### src/design/traffic_pkg.sv
package traffic_pkg;

    //////////////////////////////
    // address geometry
    //////////////////////////////

    // full burst address, 8 GB space
    localparam int ADDR_W         = 33;
    // port-select input width
    localparam int PORT_W         = 5;
    // widest stripe field, single beat with no port bits
    localparam int STRIPE_W       = 28;
    // 32-byte beats
    localparam int BEAT_BYTES_LOG = 5;
    localparam int DATA_W         = 256;
    // axi3 awlen / arlen field
    localparam int LEN_W          = 4;

    //////////////////////////////
    // random stride table
    //////////////////////////////

    localparam int TABLE_DEPTH    = 1024;
    localparam int TABLE_IDX_W    = 10;
    localparam int TABLE_VAL_W    = 20;
    // entry i = (i * mult + add) mod 2**TABLE_VAL_W
    localparam int STRIDE_MULT    = 613;
    localparam int STRIDE_ADD     = 97;
    // random pointer folds back once it passes this
    localparam int RAND_WRAP      = 1000;

    //////////////////////////////
    // responses
    //////////////////////////////

    localparam int COUNT_W        = 16;
    localparam logic [1:0] RESP_OKAY = 2'b00;

    // burst length minus one, as carried on awlen / arlen
    typedef enum logic [LEN_W-1:0] {
        BL1  = 4'd0,
        BL2  = 4'd1,
        BL4  = 4'd3,
        BL8  = 4'd7,
        BL16 = 4'd15
    } burst_len_e;

    // number of low port-select bits dropped from the address
    typedef enum logic [2:0] {
        IL_PORT5 = 3'd0,
        IL_PORT4 = 3'd1,
        IL_PORT3 = 3'd2,
        IL_PORT2 = 3'd3,
        IL_PORT1 = 3'd4,
        IL_NONE  = 3'd5
    } interleave_e;

endpackage
### src/design/stripe_counter.sv
`timescale 1ns/100ps

module stripe_counter
    import traffic_pkg::*;
#(
    parameter int gen_rank = 0
) (
    input  logic                   aclk,
    input  logic                   aresetn,
    input  logic                   accept,
    input  logic                   random_mode,
    input  logic [TABLE_VAL_W-1:0] table_data,
    output logic [TABLE_IDX_W-1:0] table_idx,
    output logic [STRIPE_W-1:0]    stripe
);

    // step in random mode, rank spreads the generators apart
    localparam logic [STRIPE_W-1:0] RAND_STEP = STRIPE_W'(gen_rank + 1);
    localparam logic [STRIPE_W-1:0] WRAP_VAL  = STRIPE_W'(RAND_WRAP);

    logic [STRIPE_W-1:0] ptr;

    //////////////////////////////
    // pointer
    //////////////////////////////

    // moves one cycle after each accept
    always_ff @(posedge aclk) begin
        if (!aresetn) begin
            ptr <= '0;
        end else if (accept) begin
            if (random_mode) begin
                // walk then fold back below the wrap point
                if (ptr < WRAP_VAL) begin
                    ptr <= ptr + RAND_STEP;
                end else begin
                    ptr <= ptr - WRAP_VAL;
                end
            end else begin
                ptr <= ptr + 1'b1;
            end
        end
    end

    // table lookup on the pointer low bits
    assign table_idx = ptr[TABLE_IDX_W-1:0];

    //////////////////////////////
    // stripe select
    //////////////////////////////

    // sequential lands one cycle after ptr,
    // random one more for the table read
    always_ff @(posedge aclk) begin
        if (random_mode) begin
            stripe <= STRIPE_W'(table_data);
        end else begin
            stripe <= ptr;
        end
    end

endmodule

### config.mk
export PLATFORM = sky130hd
export DESIGN_NAME = stripe_counter
export DESIGN_NICKNAME = d
export VERILOG_FILES = /design/src/design/traffic_pkg.sv /design/src/design/stripe_counter.sv
export SDC_FILE = /design/constraint.sdc
export NUM_CORES = 1
export LEC_CHECK = 0
export BUFFER_PORTS_ARGS = -buffer_cell sky130_fd_sc_hd__buf_2
export CAP_MARGIN = 10
export CORE_MARGIN = 2
export CORE_UTILIZATION = 49
export CTS_BUF_LIST = sky130_fd_sc_hd__clkbuf_16
export DETAILED_ROUTE_END_ITERATION = 12
export PLACE_DENSITY = 0.73
export SYNTH_ARGS = -nofsm -noshare
export SYNTH_HDL_FRONTEND = slang
export SYNTH_SLANG_ARGS = --single-unit
### constraint.sdc
create_clock -name aclk -period 2.2 [get_ports aclk]
set_input_delay 0.22 -clock aclk [delete_from_list [all_inputs] [get_ports aclk]]
set_output_delay 0.22 -clock aclk [all_outputs]
set_load 0.05 [all_outputs]
## Yosys cells after proc, flatten, opt, wreduce, memory -nomap -nowiden

Cells that the tools add are included.

| storage, ports and cells | value |
|---|---|
| ROM bits | 0 |
| bits in latches | 0 |
| memories kept | 0 |
| word-level logic and storage cells | 9 |
| RAM bits | 0 |
| bits of input ports | 24 |
| flip-flop bits (word level) | 56 |

| operators by class | value |
|---|---|
| mux-type cells | 3 |
| shifts and indexed selects | 0 |
| magnitude comparators | 1 |
| div/mod/pow operators | 0 |
| equal/unequal tests | 0 |
| reductions and logical operators | 0 |
| bitwise gates (word level) | 0 |
| add/sub/neg operators | 2 |
| $mul | 0 |

Operators by type and width:

| cell | count |
|---|---|
| $mux 28 | 2 |
| $add 28x1->28 const B | 1 |
| $lt 28x10->1 const B | 1 |
| $sub 28x10->28 const B | 1 |
| $mux 20 | 1 |

## Logic depth before layout (Yosys ltp)

| depth | value |
|---|---|
| depth in word-level cells | 3 |
| depth in mapped cells | 9 |
| gate-level depth less buffers | 7 |

## Worst setup path before layout

OpenSTA, ideal clock, no wires.

| timing | value |
|---|---|
| kind | register to register |
| from | register ptr[14] |
| to | register ptr[21] |
| cell stages (with the launch flop) | 8 |
| buffers on the path | 1 |
| data required time | 2.129 ns |
| data arrival time | 2.167 ns |
| slack | -0.038 ns |
| path through | dfxtp_1 or4_4 nor4_4 a31o_1 buf_4 mux2_4 or3_1 a21oi_1 |

| between the ends | value |
|---|---|
| cells in the longest elaborated chain, start to end | 3 |
| elaborated cells on any way between the ends | 5 |
| those cells by class | add/sub (2); order compare (1); mux (2) |

Ends and longest elaborated chain:

| what | RTL line | source |
|---|---|---|
| start: declaration | stripe_counter.sv:21 | `logic [STRIPE_W-1:0] ptr;` |
| start signal: assignment | stripe_counter.sv:35 | `ptr <= ptr + RAND_STEP;` |
| start signal: assignment | stripe_counter.sv:37 | `ptr <= ptr - WRAP_VAL;` |
| start signal: assignment | stripe_counter.sv:40 | `ptr <= ptr + 1'b1;` |
| $sub 28x10->28, or another cell as far along | stripe_counter.sv:37 |  |
| $mux 28 | stripe_counter.sv:34 | `if (ptr < WRAP_VAL) begin` |
| $mux 28 (*) | stripe_counter.sv:32 | `if (random_mode) begin` |

Every way passes the cells marked *; elsewhere a longest branch is shown, timed or not.
A chain may end at the register's enable or synchronous reset.

## Worst setup path after layout

| timing | value |
|---|---|
| from | register ptr[17] |
| to | register ptr[23] |

Same word-level chain as after synthesis.

==> run metrics <==
commonest cells after routing, fill and taps aside 61 x buf_2, 48 x dfxtp_1, 44 x buf_4; Yosys cell types 48; Final Wtd Congestion 0.911; Remaining Overflow, GRT 0; DRC 0; FF+latch count, synth 56; hold path cells 3; fin area 0.00383 mm^2; Synth top area share 38.5%; Net Count, Synth 359; minimum clock period 2.26 ns; Layout area overhead 31.6%; CP Cell Sequence or4_4 -> buf_6 -> or4_4 -> nor4_4 -> mux2i_2 -> o21a_1 -> o21a_1; initial core utilization between 50% and 60%; CP required 2.39 ns; Synth warnings 0; Startpoint Class register; core box area 0.00582 mm^2; Final setup viols 4; Hold Path End stripe[4]; PnR worst setup slack -0.0593 ns; reg2reg end ptr[23]; Hold Slack 0.121 ns; via count around 2,800; Critical Path AT between 2 and 2.5 ns; Slew Viols, Final 0; initial DRC count 179; n_diodes 0; DRT antenna net count 0; Worst-Skew Late Latency 0.30 ns; Max-Cap Viols 0; CTS Buffer Depth 2; worst hold start table_data[4]; share of layout cells above drive strength 1 40.6%; I/O pin count slightly above 60; asr flop ratio synth 0%; worst reg2reg path depth 7; most common cell after layout, fill and taps aside buf_2; RSZ-0062 raised after global routing yes; top post-synthesis cells by area dfxtp_1 38%, mux2_2 7.0%, mux2i_1 6.5%, nand2_1 4.4%, nand2b_1 3.4%; total clock sinks 56; Yosys top cell by area dfxtp_1; vias per cell 5.55; final hold vios 0; failing checks negative setup slack; Final Cycle Share 103%; Root Driver clkbuf_16; Total Routing Usage GR 22.2%; Crit Path Max Fanout 2; PD cells between 1500 and 2000 mW/mm^2; R2R setup slack -0.06 ns; final core occ 65.9%; P_leak 1.70 nW; drt first pass iters 4; Crit-path slowest cell or4_4; area of the die 0.00658 mm^2; WS Path Type register to register; Die H around 81 um; initial antenna violation count 0; dominant synthesized flop cell dfxtp_1; final wirelength 7500 um; Peak Freq around 440 MHz; Hold Path Class primary input to register; dpl ws -0.0535 ns; input/output buffers 61; max_slew headroom 67.3%; post-synthesis cell count 332; first-pass GRT wire length 11,300 um; detailed placement HPWL 4960 um; reg2reg start ptr[17]; vias in the first global route 2,463; register area share after synthesis 38.5%; syn avg cell area 8.78 um^2; final net count 447; DR WL/cell 15.1 um; # rows 28; Peak VDD IR about 1200 uV; Worst setup EP type register; Die W approximately 80 um; outcome finished, violations left; placed inst area 0.00346 mm^2; H-tree depth 2; CTS tree done; Cell Area, Synth approximately 0.0029 mm^2; largest net degree at the start of global routing 31; CTS buffer count 5; Slowest Stage Delay on Critical Path 0.56 ns; Setup Skew between 0.007 and 0.008 ns; clock-pin slew on the worst setup and hold paths approximately 0.07 ns; Worst-Margin Slew between 0.4 and 0.5 ns; number of synthesized flops with an enable pin 0
layer usage:
| layer | part of all wire, % | global-route usage (%) | vias up | wire (um) |
|---|---|---|---|---|
| met5 | 0 | 0 | - | 0 |
| met4 | 2.8 | 11.0 | 0 | 210 |
| met3 | 5.6 | 3.67 | 20 | 418 |
| met2 | 48 | 36.3 | 109 | 3570 |
| met1 | 44 | 28.3 | 1281 | 3290 |
| li1 | - | - | 1345 | - |
power breakdown:
group	switching (mW)	internal, mW	total, mW	leakage (nW)
Combinational	2.37	2.09	4.46	1.17
Clock	0.363	0.415	0.778	0.0687
Sequential	0.267	1.31	1.58	0.464
Total	3.00	3.81	6.81	1.70
layout make-up:
| cell class | count | area (um^2) |
|---|---|---|
| repair buffers | 111 | 703 |
| clock inverters | 3 | 15.0 |
| fillers | 486 | 1980 |
| clock buffers | 5 | 125 |
| inverters | 5 | 18.8 |
| flip-flops and latches | 56 | 1130 |
| multi-input cells | 241 | 1750 |
| well taps | 75 | 93.8 |
worst max-delay path, delay by kind of cell, from the launching register on:
kind	cells	cell delay, ns
multiplexers	1	0.12
flip-flops	1	0.32
AND/OR/NAND/NOR	3	1.24
buffers and inverters	1	0.14
AO/OA/AOI/OAI	2	0.33
cells by family (layout without fill, tap and decap cells):
| family | count (synthesis) | after routing | share of synthesized area [%] |
|---|---|---|---|
| mux | 38 | 38 | 14.0 |
| compound gates | 48 | 48 | 10.4 |
| buf+inv | 35 | 124 | 6.48 |
| xor+xnor | 7 | 7 | 2.10 |
| simple gates | 145 | 145 | 27.3 |
| fa+ha+maj | 3 | 3 | 1.29 |
| flops | 56 | 56 | 38.5 |
through the flow:
stage / power, mW / setup TNS, ns / instances
3_5_place_dp: 5.10 / -0.341 / 480
2_1_floorplan: 4.07 / -0.0381 / 332
6_report: 6.81 / -0.128 / 496
3_3_place_gp: 5.04 / 0 / 480
5_1_grt: 7.22 / -1.70 / 496
4_1_cts: 6.23 / -0.702 / 490
how the worst max path moves through the flow:
| stage | to | slack [ns] | from | cells after the start |
|---|---|---|---|---|
| 3_3_place_gp | ptr[26] | 0.004 | ptr[14] | 7 |
| 3_5_place_dp | ptr[26] | -0.05 | ptr[14] | 7 |
| 2_1_floorplan | ptr[21] | -0.04 | ptr[14] | 7 |
| 6_report | ptr[23] | -0.06 | ptr[17] | 7 |
| 5_1_grt | ptr[21] | -0.15 | ptr[21] | 6 |
| 4_1_cts | ptr[17] | -0.08 | ptr[17] | 7 |
cells in the mapped netlist (2+ instances only):
cell       n
a21oi_1   17
a31oi_1    4
and2_1     3
and3_1     5
buf_1      2
buf_2      4
buf_4     12
clkbuf_1  11
dfxtp_1   56
ha_1       3
inv_1      5
mux2_2    18
mux2i_1   19
nand2_1   34
nand2b_1  16
nand3_1   13
nand4_1    8
nand4b_1   2
nor2_1    20
nor2b_1    8
nor3_1     9
nor4_1    10
o21a_1     3
o21ai_0   10
o21ai_1    2
o31a_1     3
o31ai_1    2
or3_1      6
or4_1      3
xnor2_1    5
xor2_1     2
sequential cells by signal (all words and copies together), names as in the netlist:
name	cells
ptr	28
stripe	28
timing repair:
item                       4_1_cts  5_1_grt
gates cloned                     0        1
buffers inserted                 2        5
hold endpoints to repair         0        0
pin swaps                        8       14
hold buffers                     0        0
gates resized for setup         14       30
setup endpoints to repair       16       28
No activity file was read; power rests on OpenSTA's default activity.
