<file path="config.mk">
export PLATFORM = sky130hd
export DESIGN_NAME = addr_composer
export DESIGN_NICKNAME = d
export VERILOG_FILES = /design/src/design/traffic_pkg.sv /design/src/design/addr_composer.sv
export SDC_FILE = /design/constraint.sdc
export NUM_CORES = 1
export LEC_CHECK = 0
export BUFFER_PORTS_ARGS = -buffer_cell sky130_fd_sc_hd__clkbuf_2
export CORE_MARGIN = 2
export CORE_UTILIZATION = 30
export CTS_BUF_LIST = sky130_fd_sc_hd__clkbuf_4
export DETAILED_ROUTE_END_ITERATION = 12
export MAX_ROUTING_LAYER = met4
export PLACE_DENSITY_LB_ADDON = 0.05
export SETUP_SLACK_MARGIN = 0.3
export SLEW_MARGIN = 20
export SYNTH_ARGS = -nofsm -noshare
export SYNTH_HDL_FRONTEND = slang
export SYNTH_SLANG_ARGS = --single-unit
</file>
<file path="constraint.sdc">
create_clock -name aclk -period 8.9 [get_ports aclk]
set_clock_uncertainty 0.1 [all_clocks]
set_input_delay 0.445 -clock aclk [delete_from_list [all_inputs] [get_ports aclk]]
set_output_delay 0.445 -clock aclk [all_outputs]
set_load 0.02 [all_outputs]
</file>
<file path="src/design/traffic_pkg.sv">
package traffic_pkg;

    //////////////////////////////
    // address geometry
    //////////////////////////////

    // full burst address, 8 GB space
    localparam int ADDR_W         = 33;
    // port-select input width
    localparam int PORT_W         = 5;
    // widest stripe field, single beat with no port bits
    localparam int STRIPE_W       = 28;
    // 32-byte beats
    localparam int BEAT_BYTES_LOG = 5;
    localparam int DATA_W         = 256;
    // axi3 awlen / arlen field
    localparam int LEN_W          = 4;

    //////////////////////////////
    // random stride table
    //////////////////////////////

    localparam int TABLE_DEPTH    = 1024;
    localparam int TABLE_IDX_W    = 10;
    localparam int TABLE_VAL_W    = 20;
    // entry i = (i * mult + add) mod 2**TABLE_VAL_W
    localparam int STRIDE_MULT    = 613;
    localparam int STRIDE_ADD     = 97;
    // random pointer folds back once it passes this
    localparam int RAND_WRAP      = 1000;

    //////////////////////////////
    // responses
    //////////////////////////////

    localparam int COUNT_W        = 16;
    localparam logic [1:0] RESP_OKAY = 2'b00;

    // burst length minus one, as carried on awlen / arlen
    typedef enum logic [LEN_W-1:0] {
        BL1  = 4'd0,
        BL2  = 4'd1,
        BL4  = 4'd3,
        BL8  = 4'd7,
        BL16 = 4'd15
    } burst_len_e;

    // number of low port-select bits dropped from the address
    typedef enum logic [2:0] {
        IL_PORT5 = 3'd0,
        IL_PORT4 = 3'd1,
        IL_PORT3 = 3'd2,
        IL_PORT2 = 3'd3,
        IL_PORT1 = 3'd4,
        IL_NONE  = 3'd5
    } interleave_e;

endpackage
</file>
<file path="src/design/addr_composer.sv">
`timescale 1ns/100ps

module addr_composer
    import traffic_pkg::*;
(
    input  logic                aclk,
    input  logic                aresetn,
    input  logic [STRIPE_W-1:0] stripe,
    input  burst_len_e          burst_len,
    input  interleave_e         interleave,
    input  logic [PORT_W-1:0]   port_select,
    output logic [ADDR_W-1:0]   addr
);

    logic [2:0]        len_log;
    logic [2:0]        drop;
    logic [2:0]        port_w;
    logic [5:0]        off_w;
    logic [5:0]        stripe_w;
    logic [ADDR_W-1:0] stripe_mask;
    logic [ADDR_W-1:0] port_field;
    logic [ADDR_W-1:0] next_addr;

    //////////////////////////////
    // field widths
    //////////////////////////////

    // layout, msb first: port field | stripe | zero offset
    always_comb begin
        // log2 of beats per burst
        case (burst_len)
            BL1:     len_log = 3'd0;
            BL2:     len_log = 3'd1;
            BL4:     len_log = 3'd2;
            BL8:     len_log = 3'd3;
            BL16:    len_log = 3'd4;
            default: len_log = 3'd0;
        endcase
        // unnamed codes treated as no port bits
        if (interleave > IL_NONE) begin
            drop = 3'(IL_NONE);
        end else begin
            drop = 3'(interleave);
        end
        port_w   = 3'(PORT_W) - drop;
        off_w    = 6'(BEAT_BYTES_LOG) + 6'(len_log);
        // stripe takes what is left, 19 to 28 bits
        stripe_w = 6'(ADDR_W) - 6'(port_w) - off_w;
    end

    //////////////////////////////
    // packing
    //////////////////////////////

    always_comb begin
        stripe_mask = (ADDR_W'(1) << stripe_w) - ADDR_W'(1);
        // low port bits dropped, rest sits at the top
        port_field  = ADDR_W'(port_select >> drop);
        next_addr   = (port_field << (off_w + stripe_w))
                    | ((ADDR_W'(stripe) & stripe_mask) << off_w);
    end

    always_ff @(posedge aclk) begin
        if (!aresetn) begin
            addr <= '0;
        end else begin
            addr <= next_addr;
        end
    end

endmodule

</file>
Word-level counts from Yosys, hierarchy flattened --
Index checks and enable logic that the tools add are counted.
Storage, ports and cells: register bits 33, latch bits 0, bits in writable memories 0, ROM bits 0, output and inout bits 33, memories kept 0
Operators by class: $add $sub $neg 6, $mul 0, div/mod/pow operators 0, order comparisons 1, equal/unequal tests 4, shift-type cells 4, mux-type cells 2, bitwise gates (word level) 2, reduce and logical (&&, ||, !) cells 0
Operators with widths (number):
- 28-bit by 33-bit bitwise AND with 33-bit output | 1
- 33-bit OR | 1
- 1-bit by 6-bit << shifter with 33-bit output, first input constant | 1
- 33-bit by 4-bit << shifter with 33-bit output | 1
- 33-bit by 6-bit << shifter with 33-bit output | 1
- 5-bit by 3-bit >> shifter with 33-bit output | 1
- 33-bit by 2-bit subtractor with 33-bit output, second input constant | 1
- 3-bit one-hot mux with 4 select lines | 1
- 4-bit by 6-bit adder with 6-bit output | 1
- 6-bit by 3-bit subtractor with 6-bit output, first input constant | 1
- 6-bit by 4-bit subtractor with 6-bit output | 1
- 3-bit by 3-bit adder with 4-bit output, first input constant | 1
- 4-bit by 1-bit equality test with 1-bit output, second input constant | 1
- 4-bit by 2-bit equality test with 1-bit output, second input constant | 1
- 4-bit by 3-bit equality test with 1-bit output, second input constant | 1
- 4-bit equality test, second input constant | 1
- 3-bit > comparator, second input constant | 1
- 3-bit two-way mux | 1
- 3-bit subtractor, first input constant | 1

Depth between registers and ports, before layout --
word-level depth 10, gate-level depth with buffers 29, gate-level depth less buffers 23

Worst setup path after synthesis --
No wires, ideal clock.
path kind in2reg, start input burst_len[1], end register addr[18], arrival 6.507 ns, data required time 8.658 ns, path slack 2.151 ns, stages 28, path buffers 8, path through xnor2_1 -> nand3b_1 -> inv_1 -> clkbuf_1 -> clkbuf_1 -> ha_1 -> xor2_1 -> inv_1 -> clkbuf_1 -> buf_2 -> ha_1 -> inv_1 -> fa_1 -> buf_6 -> or3_4 -> nand2_1 -> buf_4 -> o21ai_0 -> or3_1 -> ha_1 -> clkbuf_1 -> clkbuf_1 -> a31oi_1 -> o22ai_1 -> mux2_2 -> mux2_2 -> a211oi_1 -> a311oi_1
Between the ends: cells in the longest elaborated chain, start to end 9, elaborated cells on any way between the ends 14
Ends and longest elaborated chain:
- start: declaration | line addr_composer.sv:9 | input burst_len_e burst_len,
- 4-bit equality test, or another cell as far along | line addr_composer.sv:31 | case (burst_len)
- 3-bit one-hot mux with 4 select lines (*) | line addr_composer.sv:31
- 3-bit by 3-bit adder with 4-bit output (*) | line addr_composer.sv:46 | off_w = 6'(BEAT_BYTES_LOG) + 6'(len_log);
- 6-bit by 4-bit subtractor with 6-bit output | line addr_composer.sv:48 | stripe_w = 6'(ADDR_W) - 6'(port_w) - off_w;
- 1-bit by 6-bit << shifter with 33-bit output | line addr_composer.sv:56 | stripe_mask = (ADDR_W'(1) << stripe_w) - ADDR_W'(1);
- 33-bit by 2-bit subtractor with 33-bit output | line addr_composer.sv:56
- 28-bit by 33-bit bitwise AND with 33-bit output | line addr_composer.sv:60 | | ((ADDR_W'(stripe) & stripe_mask) << off_w);
- 33-bit by 4-bit << shifter with 33-bit output | line addr_composer.sv:60
- 33-bit OR (*) | line addr_composer.sv:60
- end signal: assignment | line addr_composer.sv:67 | addr <= next_addr;
- end: declaration | line addr_composer.sv:12 | output logic [ADDR_W-1:0] addr
Mark *: on every way between the ends. The rest lies on a longest branch, timed or not. A chain may end at the register's enable or synchronous reset.

Worst setup path after layout --
start input burst_len[1], end register addr[12]
The elaborated chain is that of the path after synthesis.

==> results.json <==
{
  "status": "complete, no violations",
  "place.detailed.hpwl_um": 15000,
  "ir_drop_uv": 45.2,
  "viasPerCell": 6.25,
  "finalCritPeriodShare": 0.768,
  "rsz0062_at_grt": "no",
  "pwr_density_cell_mw_per_mm2": 156,
  "dieArea_sq_mm": 0.0158,
  "antenna_found_initial": 1,
  "maxCapViolCount": 0,
  "synth-edff-count": 0,
  "largest_register_ffs": 33,
  "clockBufferDepth": 2,
  "fin_util": 0.344,
  "path_common_cell": "inv_1",
  "synth_area_per_cell_sq_um": 7.29,
  "synth_cell_types": 91,
  "crit_family": "compound AO/OA/AOI/OAI gates",
  "wire_per_inst_um": 22.7,
  "cts_sinks": 33,
  "dr.pass1.iters": 6,
  "netlist.top_cell.by_area": "dfxtp_1",
  "drive_gt1_frac": 0.207,
  "cts_resized": 0,
  "clk_pin_slew_worst_paths_ns": 0.10,
  "ant_nets": 0,
  "ys.flop_type": "dfxtp_1",
  "grt-ovfl-total": 0,
  "tightestPinTransition_ns": 1.10,
  "initial_core_util": 0.307,
  "seq_area_sq_um": 661,
  "grt_pass1_wl_um": 29600,
  "p_leak_nw": 2.00,
  "grt_max_degree": 45,
  "min_period_ns": 6.84,
  "first_iter_violations": 458,
  "synth_area_leaders": "dfxtp_1, nor2_1, nand2_1, mux2i_1, a21oi_1",
  "slowest_stage": "fa_1",
  "multiInputGateArea_sq_mm": 0.00351,
  "ios": 75,
  "finalNetCount": 711,
  "cts_hold_buf": 0,
  "die_height_um": 126,
  "cp.required_ns": 9.04,
  "cts_setup_buffers": 0,
  "yosysWarnings": 0,
  "cts_root_buf": "clkbuf_4",
  "syn_area_sq_mm": 0.00444,
  "hold_viol_final": 0,
  "synthCells": 610,
  "crit_type": "primary input to flop",
  "finalSetupViolations": 0,
  "reg.largest.list": "addr: 33 flops",
  "min_path_type": "primary input to flop",
  "crit_arrival_ns": 6.98,
  "yosysSeqAreaShare": 0.149,
  "top_register": "addr",
  "routed_wl_um": 19100,
  "synth-seq-cells": 33,
  "fin_hold_ws_ns": 0.502,
  "row_count": 44,
  "fmax_ghz": 0.146,
  "area_growth_syn_to_layout_pct": 12.2,
  "slowest_delay_ns": 0.59,
  "drc": 0,
  "numCtsBuffers": 5,
  "yosysTopAreaCellShare": 0.149,
  "grt_pass1_vias": 4978,
  "cts_tree": "built",
  "setup-tns-final_ns": 0,
  "slew_headroom": 0.264,
  "gp_congestion": 0.949,
  "setup.worst_path.start_class": "primary input",
  "async_reset_ff_frac": 0,
  "path_max_fanout": 34,
  "syn_nets": 665,
  "grt_usage": 0.243,
  "cts_max_level": 2,
  "core_area_sq_mm": 0.0145,
  "final_max_slew_viol_count": 0,
  "fillers": 1609,
  "dieWidth_um": 126,
  "via_count": 5260,
  "path_buf_inv": 7,
  "end_kind": "flop",
  "portBuffers": 74
}
==> cells by family (layout without fill, tap and decap cells) <==
kind of cell,after synthesis,in the layout,synth area share
AOI/OAI and AO/OA,230,230,0.395
and+or+nand+nor,224,224,0.256
buffers and inverters,68,115,0.0642
DFF,33,33,0.149
muxes,25,25,0.0608
xor gates and xnor gates,17,17,0.0352
adders and majority gates,13,13,0.0400
other,0,1,0
==> per-stage QoR <==
stage | instances | power, W | area (sq um) | worst slack (ns)
after floorplan | 610 | 0.000524 | 4440 | 2.15
after global placement | 833 | 0.000683 | 4930 | 1.68
after detailed placement | 833 | 0.000680 | 4930 | 1.72
after CTS | 841 | 0.000766 | 4980 | 2.10
after global routing | 842 | 0.000820 | 4990 | 1.63
final | 842 | 0.000776 | 4990 | 2.06
==> where the power goes <==
part | leakage (nW) | internal [W] | total, W | switching (W)
Clock | 0.0354 | 0.0000331 | 0.0000838 | 0.0000507
Sequential | 0.273 | 0.000167 | 0.000172 | 0.00000468
Combinational | 1.69 | 0.000163 | 0.000520 | 0.000357
==> Yosys cell counts (5+ instances only) <==
cell and number:
clkbuf_1 33, inv_1 22, dfxtp_1 33, a21oi_1 35
mux2i_1 18, and2_1 6, o211ai_1 13, a22oi_1 7
a31oi_1 11, a211oi_1 10, o22ai_1 15, o2111ai_1 5
o21ai_0 27, nor2_1 59, or2_2 6, o311a_1 12
and3_1 7, or3_1 10, nand3_1 19, o221ai_1 5
a311oi_1 5, mux2_2 6, nand2b_1 7, xor2_1 7
nor3_1 20, nand2_1 56, o31ai_1 6, o21a_1 9
ha_1 11, a21o_1 5, nor2b_1 5, xnor2_1 9
a211o_1 5
==> cells in the final DEF (no fill, tap or decap), types with 7 or more instances in the layout <==
cell       n
clkbuf_2  74
nor2_1    59
nand2_1   56
a21oi_1   35
dfxtp_1   33
o21ai_0   27
inv_1     22
nor3_1    20
nand3_1   19
mux2i_1   18
o22ai_1   15
o211ai_1  13
o311a_1   12
a31oi_1   11
ha_1      11
or3_1     10
a211oi_1  10
buf_4     10
xnor2_1    9
o21a_1     9
nand2b_1   7
a22oi_1    7
and3_1     7
==> routing by layer <==
layer | vias up | global-route usage | routed length, um
met5 | - | - | 0
met4 | 0 | 0.0856 | 608
met3 | 56 | 0.0217 | 1240
met2 | 290 | 0.398 | 8970
met1 | 2478 | 0.315 | 8300
li1 | 2436 | - | -
==> path summary, 6_finish.rpt <==
check	startpoint	end	slack (ns)	cells after the start
worst max-delay path	burst_len[1]	addr[12]	2.06	25
worst min-delay path	aresetn	addr[22]	0.50	2
==> layout make-up <==
cell class                      count  share of cell area
Multi-Input combinational cell    509               0.703
Sequential cell                    33               0.132
Timing Repair Buffer               84              0.0893
Tap cell                          184              0.0462
Inverter                           23              0.0173
Clock buffer                        6             0.00903
Clock inverter                      2             0.00201
Antenna cell                        1            0.000502
Note: power is estimated with default switching activity, not from simulation.
