==> src/design/traffic_pkg.sv <==
package traffic_pkg;

    //////////////////////////////
    // address geometry
    //////////////////////////////

    // full burst address, 8 GB space
    localparam int ADDR_W         = 33;
    // port-select input width
    localparam int PORT_W         = 5;
    // widest stripe field, single beat with no port bits
    localparam int STRIPE_W       = 28;
    // 32-byte beats
    localparam int BEAT_BYTES_LOG = 5;
    localparam int DATA_W         = 256;
    // axi3 awlen / arlen field
    localparam int LEN_W          = 4;

    //////////////////////////////
    // random stride table
    //////////////////////////////

    localparam int TABLE_DEPTH    = 1024;
    localparam int TABLE_IDX_W    = 10;
    localparam int TABLE_VAL_W    = 20;
    // entry i = (i * mult + add) mod 2**TABLE_VAL_W
    localparam int STRIDE_MULT    = 613;
    localparam int STRIDE_ADD     = 97;
    // random pointer folds back once it passes this
    localparam int RAND_WRAP      = 1000;

    //////////////////////////////
    // responses
    //////////////////////////////

    localparam int COUNT_W        = 16;
    localparam logic [1:0] RESP_OKAY = 2'b00;

    // burst length minus one, as carried on awlen / arlen
    typedef enum logic [LEN_W-1:0] {
        BL1  = 4'd0,
        BL2  = 4'd1,
        BL4  = 4'd3,
        BL8  = 4'd7,
        BL16 = 4'd15
    } burst_len_e;

    // number of low port-select bits dropped from the address
    typedef enum logic [2:0] {
        IL_PORT5 = 3'd0,
        IL_PORT4 = 3'd1,
        IL_PORT3 = 3'd2,
        IL_PORT2 = 3'd3,
        IL_PORT1 = 3'd4,
        IL_NONE  = 3'd5
    } interleave_e;

endpackage
==> src/design/write_burst.sv <==
`timescale 1ns/100ps

module write_burst
    import traffic_pkg::*;
(
    input  logic       aclk,
    input  logic       aresetn,
    input  logic       wready,
    input  burst_len_e burst_len,
    output logic       wlast
);

    // beats taken so far in the current burst
    logic [LEN_W-1:0] beat_cnt;

    //////////////////////////////
    // beat counter
    //////////////////////////////

    // last beat once count reaches len field
    assign wlast = (beat_cnt == LEN_W'(burst_len));

    // wvalid held high outside, wready alone moves a beat
    always_ff @(posedge aclk) begin
        if (!aresetn) begin
            beat_cnt <= '0;
        end else if (wready) begin
            // next burst starts after the last beat
            if (wlast) begin
                beat_cnt <= '0;
            end else begin
                beat_cnt <= beat_cnt + 1'b1;
            end
        end
    end

endmodule

==> config.mk <==
export PLATFORM = sky130hd
export DESIGN_NAME = write_burst
export DESIGN_NICKNAME = d
export VERILOG_FILES = /design/src/design/traffic_pkg.sv /design/src/design/write_burst.sv
export SDC_FILE = /design/constraint.sdc
export NUM_CORES = 1
export LEC_CHECK = 0
export BUFFER_PORTS_ARGS = -buffer_cell sky130_fd_sc_hd__buf_2
export CAP_MARGIN = 20
export CORE_AREA = 2 2 39 41
export DETAILED_ROUTE_END_ITERATION = 10
export DIE_AREA = 0 0 41 43
export PLACE_DENSITY = 0.33
export SLEW_MARGIN = 20
export SYNTH_ARGS = -nofsm -noshare
export SYNTH_HDL_FRONTEND = slang
export SYNTH_SLANG_ARGS = --single-unit
==> constraint.sdc <==
create_clock -name aclk -period 2.9 [get_ports aclk]
set_input_delay 0.29 -clock aclk [delete_from_list [all_inputs] [get_ports aclk]]
set_output_delay 0.29 -clock aclk [all_outputs]
set_load 0.01 [all_outputs]
=== After elaboration in Yosys (flattened, before gate mapping) ===
Cells that the tools add are included.

* Input bits: 7
* RAM bits: 0
* Logic and storage cells: 4
* Memory bits (read-only): 0
* Register bits after elaboration: 4
* Output and inout port bits: 1
* Latch bits: 0
* Memories: 0

* Bitwise gates (word level): 0
* Divide/modulo/power cells: 0
* Multipliers: 0
* $lt $le $gt $ge: 0
* Add/subtract/negate cells: 1
* Multiplexer cells: 1
* Reductions and logical operators: 0
* Shift operators: 0
* Eq/ne operators: 1

{| class="wikitable"
|+ Operators with widths
! cell !! number
|-
| adder 4 x 1 -> 4 bit (second input constant) || 1
|-
| == test 4 bit || 1
|-
| 2-to-1 mux 4 bit || 1
|}

=== Longest topological paths before layout ===
Gate-level depths: netlist of run 1.

* Depth after elaboration: 2
* Depth in mapped cells: 4
* Gate-level depth less buffers: 3

=== Worst setup path after synthesis of run 1 ===
OpenSTA, ideal clock, no wires.

* Path type: register -> output
* Start: register beat_cnt[1]
* End: output port wlast
* Data arrival time: 0.916 ns
* Stages on the path, launching flop included: 3
* Setup slack: 1.694 ns
* Path buffers: 0
* Cell sequence: dfxtp_1 xor2_1 nor4_4

* Word-level cells in the longest chain between the ends: 1

{| class="wikitable"
|+ RTL lines
! element !! line !! RTL
|-
| start, declared || write_burst.sv:14 || <nowiki>logic [LEN_W-1:0] beat_cnt;</nowiki>
|-
| start signal, assigned || write_burst.sv:32 || <nowiki>beat_cnt <= beat_cnt + 1'b1;</nowiki>
|-
| == test 4 bit || write_burst.sv:21 || <nowiki>assign wlast = (beat_cnt == LEN_W'(burst_len));</nowiki>
|-
| end, declared || write_burst.sv:10 || <nowiki>output logic wlast</nowiki>
|}

Every way passes these cells.

=== Final worst setup path of run 1 ===
* Start: register beat_cnt[0]
* End: output port wlast

The elaborated chain is that of the path after synthesis.

==> flow_summary.ini, run 1 <==
[clock_tree]
post_cts_buffers = 0
clock-sinks = 4
cts_hold_buffers = 0
root_buffer = clkbuf_4
cts_made_buffers = 3
cts_tree = done
clk_path_buf_depth = 2
cts_max_level = 1
path_clk_slew_ps = 30
cts_resized = 0
clock_latency_ps = 240

[drt]
vias_per_cell = 4.33
num_vias = 212
drt-total-wl_um = 515
drtPass1Iterations = 2
drtIter0Drc = 1
drt-wirelength-per-cell_um = 10.5
ant_nets = 0
drc_errors = 0

[timing]
skew_ps = 0.284
fmax_ghz = 0.588
tightest_slew_ps = 388
min_period_ps = 1700
hold_viol = 0
rsz0062_at_grt = no
setup_viol = 0
drv_slew = 0
hold_ws_ps = 355
fin_tns_setup_ps = 0
maxSlewHeadroom_pct = 73.9
fin_crit_sh_pct = 58.7

[critical_path]
critPathKind = reg -> out
slowest_stage = nor4_4
arrival_ps = 1410
critPathMaxFanout = 5
critPathMaxStageDelay_ps = 420
start_kind = flip-flop
cp_data_required_time_ps = 2610
cp_cell_sequence = xor2_1 -> nor4_4 -> buf_2
cp-end-kind = primary output

[cells_and_area]
antenna_cells = 0
nets = 43
design_area_um2 = 317
largest_reg_flops = 4
reg_top3 = beat_cnt: 4 flops
largest_register = beat_cnt
drive_above_1_share_pct = 36.4
syn_to_final_growth_pct = 29.7

[global_routing]
grt_use_met1_pct = 8.97
grt_max_degree = 10
antenna_found_initial = 0
grt_util_met3_pct = 7.85
overflow = 0
use_met2_pct = 9.69
grt_pass1_wl_um = 876
track_usage_pct = 8.63
grt-busiest-layer = met2
grt_pass1_vias = 202

[job]
cap_violations = 0

[yosys]
ys_types = 14
synth.ff_latch_count = 4
syn_area_um2 = 244
synth_warnings = 0
postSynthCellCount = 24
syn-num-nets = 32
seq_area_frac_synth_pct = 32.8
syn_area_per_cell_um2 = 10.2

[pwr]
power_frac_comb_pct = 14.3
p_leak_nw = 0.137
power_mw = 0.153
clkPwrFrac_pct = 45.3
p_switching_mw = 0.0383
powerDensity_nw_per_um2 = 482
p_sw_share_pct = 25.1
ir_drop_uv = 131
power_frac_seq_pct = 40.4
internal_power_mw = 0.114

[floorplan]
core_um2 = 1380
start_util_pct = 17.6
die_y_um = 43
dieArea_um2 = 1760
die_w_um = 41
rows = 14
ios = 8

[placement]
place.gp.congestion = 0.662
placement.io_buffers = 7
placed_area_um2 = 294

[worst_hold_path]
hold_path_class = in -> reg

[status]
status = completed
==> final cells by class <==
class / count / area (um^2)
Inverter: 1 / 3.75
Fill cell: 161 / 1070
Clock buffer: 3 / 22.5
Tap cell: 16 / 20.0
Timing Repair Buffer: 7 / 35.0
Sequential cell: 4 / 80.1
Multi-Input combinational cell: 18 / 155
==> cells in the mapped netlist <==
master,number,area [um^2]
nand3b_1,3,22.5
a2111oi_2,1,15.0
clkbuf_2,1,5.00
a211oi_1,1,7.51
ha_1,1,12.5
a21oi_1,1,5.00
xor2_1,5,43.8
nand3_1,1,5.00
nor4_4,1,21.3
o21ai_0,2,10.0
and3_1,1,6.26
dfxtp_1,4,80.1
inv_1,1,3.75
nand4_1,1,6.26
==> worst max-delay path: cells and delay by family (launching register included) <==
kind                   cells  cell delay (ps)
XOR/XNOR                   1              200
AND/OR/NAND/NOR            1              420
flip-flops                 1              350
buffers and inverters      1              210
==> power groups by stage <==
stage / Sequential (mW) / Clock, mW / Combinational, mW
2_1_floorplan: 0.0614 / 0 / 0.0150
3_3_place_gp: 0.0624 / 0 / 0.0215
3_5_place_dp: 0.0627 / 0 / 0.0221
4_1_cts: 0.0618 / 0.0736 / 0.0222
5_1_grt: 0.0624 / 0.0780 / 0.0240
6_report: 0.0616 / 0.0692 / 0.0218
==> logic make-up after synthesis <==
logic type | Yosys count | synth area share [%]
DFF | 4 | 32.8
AOI/OAI and AO/OA | 5 | 15.4
and+or+nand+nor | 7 | 25.1
adders and majority gates | 1 | 5.13
buffers and inverters | 2 | 3.59
xor gates and xnor gates | 5 | 17.9
==> routing by layer <==
metal	share of wire, %	vias up
li1	-	106
met1	43	95
met2	44	9
met3	9.7	2
met4	2.1	0
met5	0	-
==> worst paths after layout <==
kind | start | endpoint | slack [ps] | cells past startpoint
max | beat_cnt[0]$_SDFFE_PN0P_ | wlast | 1200 | 3
max reg2reg | beat_cnt[0]$_SDFFE_PN0P_ | beat_cnt[1]$_SDFFE_PN0P_ | 1650 | 3
min reg2reg | beat_cnt[1]$_SDFFE_PN0P_ | beat_cnt[1]$_SDFFE_PN0P_ | 560 | 2
min | aresetn | beat_cnt[2]$_SDFFE_PN0P_ | 360 | 3
==> metrics by stage <==
stage / setup WS, ps / utilization, % / instances
2_1_floorplan: 1690 / - / 24
5_1_grt: 1080 / 22.9 / 49
4_1_cts: 1160 / 22.9 / 49
3_5_place_dp: 1430 / 21.2 / 46
6_report: 1200 / 22.9 / 49
3_3_place_gp: 1450 / 21.2 / 46
==> placed cells by master, fill, tap and decap left out <==
cell type,n
a2111oi_2,1
a211oi_1,1
a21oi_1,1
and3_1,1
buf_2,7
clkbuf_4,3
dfxtp_1,4
ha_1,1
inv_1,1
nand3_1,1
nand3b_1,3
nand4_1,1
nor4_4,1
o21ai_0,2
xor2_1,5
Note: power is estimated with default switching activity, not from simulation.
==> inputs of run 2 (changes only) <==
--- a/config.mk
+++ b/config.mk
@@ -5,12 +5,13 @@
 export SDC_FILE = /design/constraint.sdc
 export NUM_CORES = 1
 export LEC_CHECK = 0
+export ABC_AREA = 1
 export BUFFER_PORTS_ARGS = -buffer_cell sky130_fd_sc_hd__buf_2
 export CAP_MARGIN = 20
 export CORE_AREA = 2 2 39 41
 export DETAILED_ROUTE_END_ITERATION = 10
 export DIE_AREA = 0 0 41 43
-export PLACE_DENSITY = 0.33
+export PLACE_DENSITY = 0.38
 export SLEW_MARGIN = 20
 export SYNTH_ARGS = -nofsm -noshare
 export SYNTH_HDL_FRONTEND = slang
==> constraint.sdc (replaced) <==
create_clock -name aclk -period 1.5 [get_ports aclk]
set_input_delay 0.15 -clock aclk [delete_from_list [all_inputs] [get_ports aclk]]
set_output_delay 0.15 -clock aclk [all_outputs]
set_load 0.01 [all_outputs]
==> run 2 against run 1 <==
Hold slack worse by 180 ps. Core utilization increased by 3.1 points. Synthesized cell count rose by 100%. Synthesized area rose by 15%. Combinational power up 130%. Sequential power rose by 98%. Critical path depth grew 2. Largest cell class unchanged. Largest power group unchanged. Highest routed layer is now met3.
==> flow_summary.ini, run 2 <==
[yosys]
ys_async_sr_fraction_pct = 0
ys_types = 12
seq_area_frac_synth_pct = 28.4
synth_warnings = 0
synthTopCellsByArea = dfxtp_1 28%, nand2_1 25%, inv_1 15%
syn-num-nets = 57
synth_commonest_cells = 19 x nand2_1, 11 x inv_1, 7 x nor2_1, 4 x dfxtp_1
synth_flop_cell = dfxtp_1
syn_area_um2 = 282
synth_area_leader_cell = dfxtp_1
netlist.area_leader.share_pct = 28.4
post-synth-top-count-cell = nand2_1
synth.ff_latch_count = 4
postSynthCellCount = 49
syn_area_per_cell_um2 = 5.75
synth-edff-count = 0

[clock_tree]
root_buffer = clkbuf_4
cts_hold_buffers = 0
path_clk_slew_ps = 40
clock-sinks = 4
cts_max_level = 1
post_cts_buffers = 0
clk_path_buf_depth = 2
cts_made_buffers = 3
cts_resized = 0
cts_tree = done
clock_latency_ps = 230

[timing]
rsz0062_at_grt = no
skew_ps = 1.92
hold_viol = 0
fmax_ghz = 0.733
setup_viol = 0
fin_crit_sh_pct = 90.9
min_period_ps = 1360
drv_slew = 0
maxSlewHeadroom_pct = 86.3
tightest_slew_ps = 203
fin_tns_setup_ps = 0
hold_ws_ps = 173

[global_routing]
antenna_found_initial = 0
grt_max_degree = 6
grt_pass1_wl_um = 883
track_usage_pct = 7.93
grt_pass1_vias = 232
overflow = 0

[critical_path]
cp-end-kind = primary output
critPathKind = reg -> out
reg2regPathDepth = 7
arrival_ps = 1210
cp_data_required_time_ps = 1350
critPathMaxFanout = 4
start_kind = flip-flop

[cells_and_area]
antenna_cells = 0
reg_top3 = beat_cnt: 4 flops
syn_to_final_growth_pct = 27.6
fin_cells = 75
largest_reg_flops = 4
drive_above_1_share_pct = 18.6
largest_register = beat_cnt
final_common_cell = nand2_1
mostFrequentLayoutCells = 19 x nand2_1, 11 x inv_1, 7 x nor2_1, 7 x buf_2, 4 x dfxtp_1
nets = 69

[floorplan]
die_y_um = 43
rows = 14
start_util_pct = 20.3
die_w_um = 41
dieArea_um2 = 1760
ios = 8
core_um2 = 1380

[pwr]
p_sw_share_pct = 25.3
clkPwrFrac_pct = 43.3
power_frac_comb_pct = 16.4
powerDensity_nw_per_um2 = 841
p_leak_nw = 0.202
power_frac_seq_pct = 40.3
p_switching_mw = 0.0765
ir_drop_uv = 309
internal_power_mw = 0.226

[drt]
drc_errors = 0
drt-wirelength-per-cell_um = 7.36
drtIter0Drc = 6
vias_per_cell = 3.76
num_vias = 282
ant_nets = 0
drt-total-wl_um = 552
drtPass1Iterations = 3

[worst_hold_path]
hold_path_class = in -> reg
whs_path_depth = 3

[status]
status = completed

[job]
cap_violations = 0

[placement]
dp.cells = 72
hpwl_um = 449
place.gp.congestion = 0.581
placement.io_buffers = 7
[run 2: cell types whose count changed after synthesis, moves of 2 or more]
| cell | delta |
|---|---|
| nand2_1 | +19 |
| inv_1 | +10 |
| nor2_1 | +7 |
| xor2_1 | -4 |
| nand3b_1 | -3 |
| o21ai_0 | -2 |
[run 2: metal layers]
| layer | part of all wire [%] | global-route usage [%] | vias up | routed length, um |
|---|---|---|---|---|
| met2 | 44 | 8.13 | 5 | 241 |
| met1 | 51 | 12.2 | 115 | 281 |
| met3 | 5.3 | 1.57 | 0 | 29 |
| met4 | 0 | 8.00 | 0 | 0 |
| li1 | - | - | 162 | - |
| met5 | 0 | 0 | - | 0 |
[run 2: final cells by class]
cell class	count	area, um^2
fill	175	1020
multi-input combinational	34	160
sequential	4	80.1
inverter	11	41.3
timing repair buffer	7	35.0
clock buffer	3	22.5
tap	16	20.0
[run 2: power by group through the flow]
| stage | clock network, mW | logic, mW | registers [mW] |
|---|---|---|---|
| floorplan | 0 | 0.0330 | 0.121 |
| global placement | 0 | 0.0500 | 0.123 |
| detailed placement | 0 | 0.0506 | 0.123 |
| CTS | 0.139 | 0.0507 | 0.122 |
| global route | 0.141 | 0.0594 | 0.123 |
| finish | 0.131 | 0.0495 | 0.122 |
[run 2: path summary, 6_finish.rpt]
kind	from	endpoint	slack, ps
worst max-delay path	beat_cnt[2]$_SDFFE_PN0P_	wlast	140
worst min-delay path	aresetn	beat_cnt[1]$_SDFFE_PN0P_	170
worst max register to register	beat_cnt[0]$_SDFFE_PN0P_	beat_cnt[0]$_SDFFE_PN0P_	420
worst min register to register	beat_cnt[1]$_SDFFE_PN0P_	beat_cnt[1]$_SDFFE_PN0P_	600
[run 2: metrics by stage]
step / total power [mW] / utilization, % / area [um^2] / setup WS (ps)
2_1_floorplan: 0.154 / - / 282 / 397
3_3_place_gp: 0.173 / 24.3 / 337 / 383
3_5_place_dp: 0.174 / 24.3 / 337 / 392
4_1_cts: 0.311 / 25.9 / 359 / 133
5_1_grt: 0.323 / 25.9 / 359 / 61.6
6_report: 0.302 / 25.9 / 359 / 136
[run 2: cells by family after synthesis]
family          synth area share [%]
compound gates                  1.78
xor+xnor                        6.22
fa+ha+maj                       4.44
buf+inv                         14.7
flops                           28.4
simple gates                    40.9
mux                             3.56
[run 2: critical path, cell delays in order, from the launching register on]
cell	delay, ps
dfxtp_1	390
inv_1	60
nand2_1	50
nand2_1	60
nor4_1	250
buf_2	170
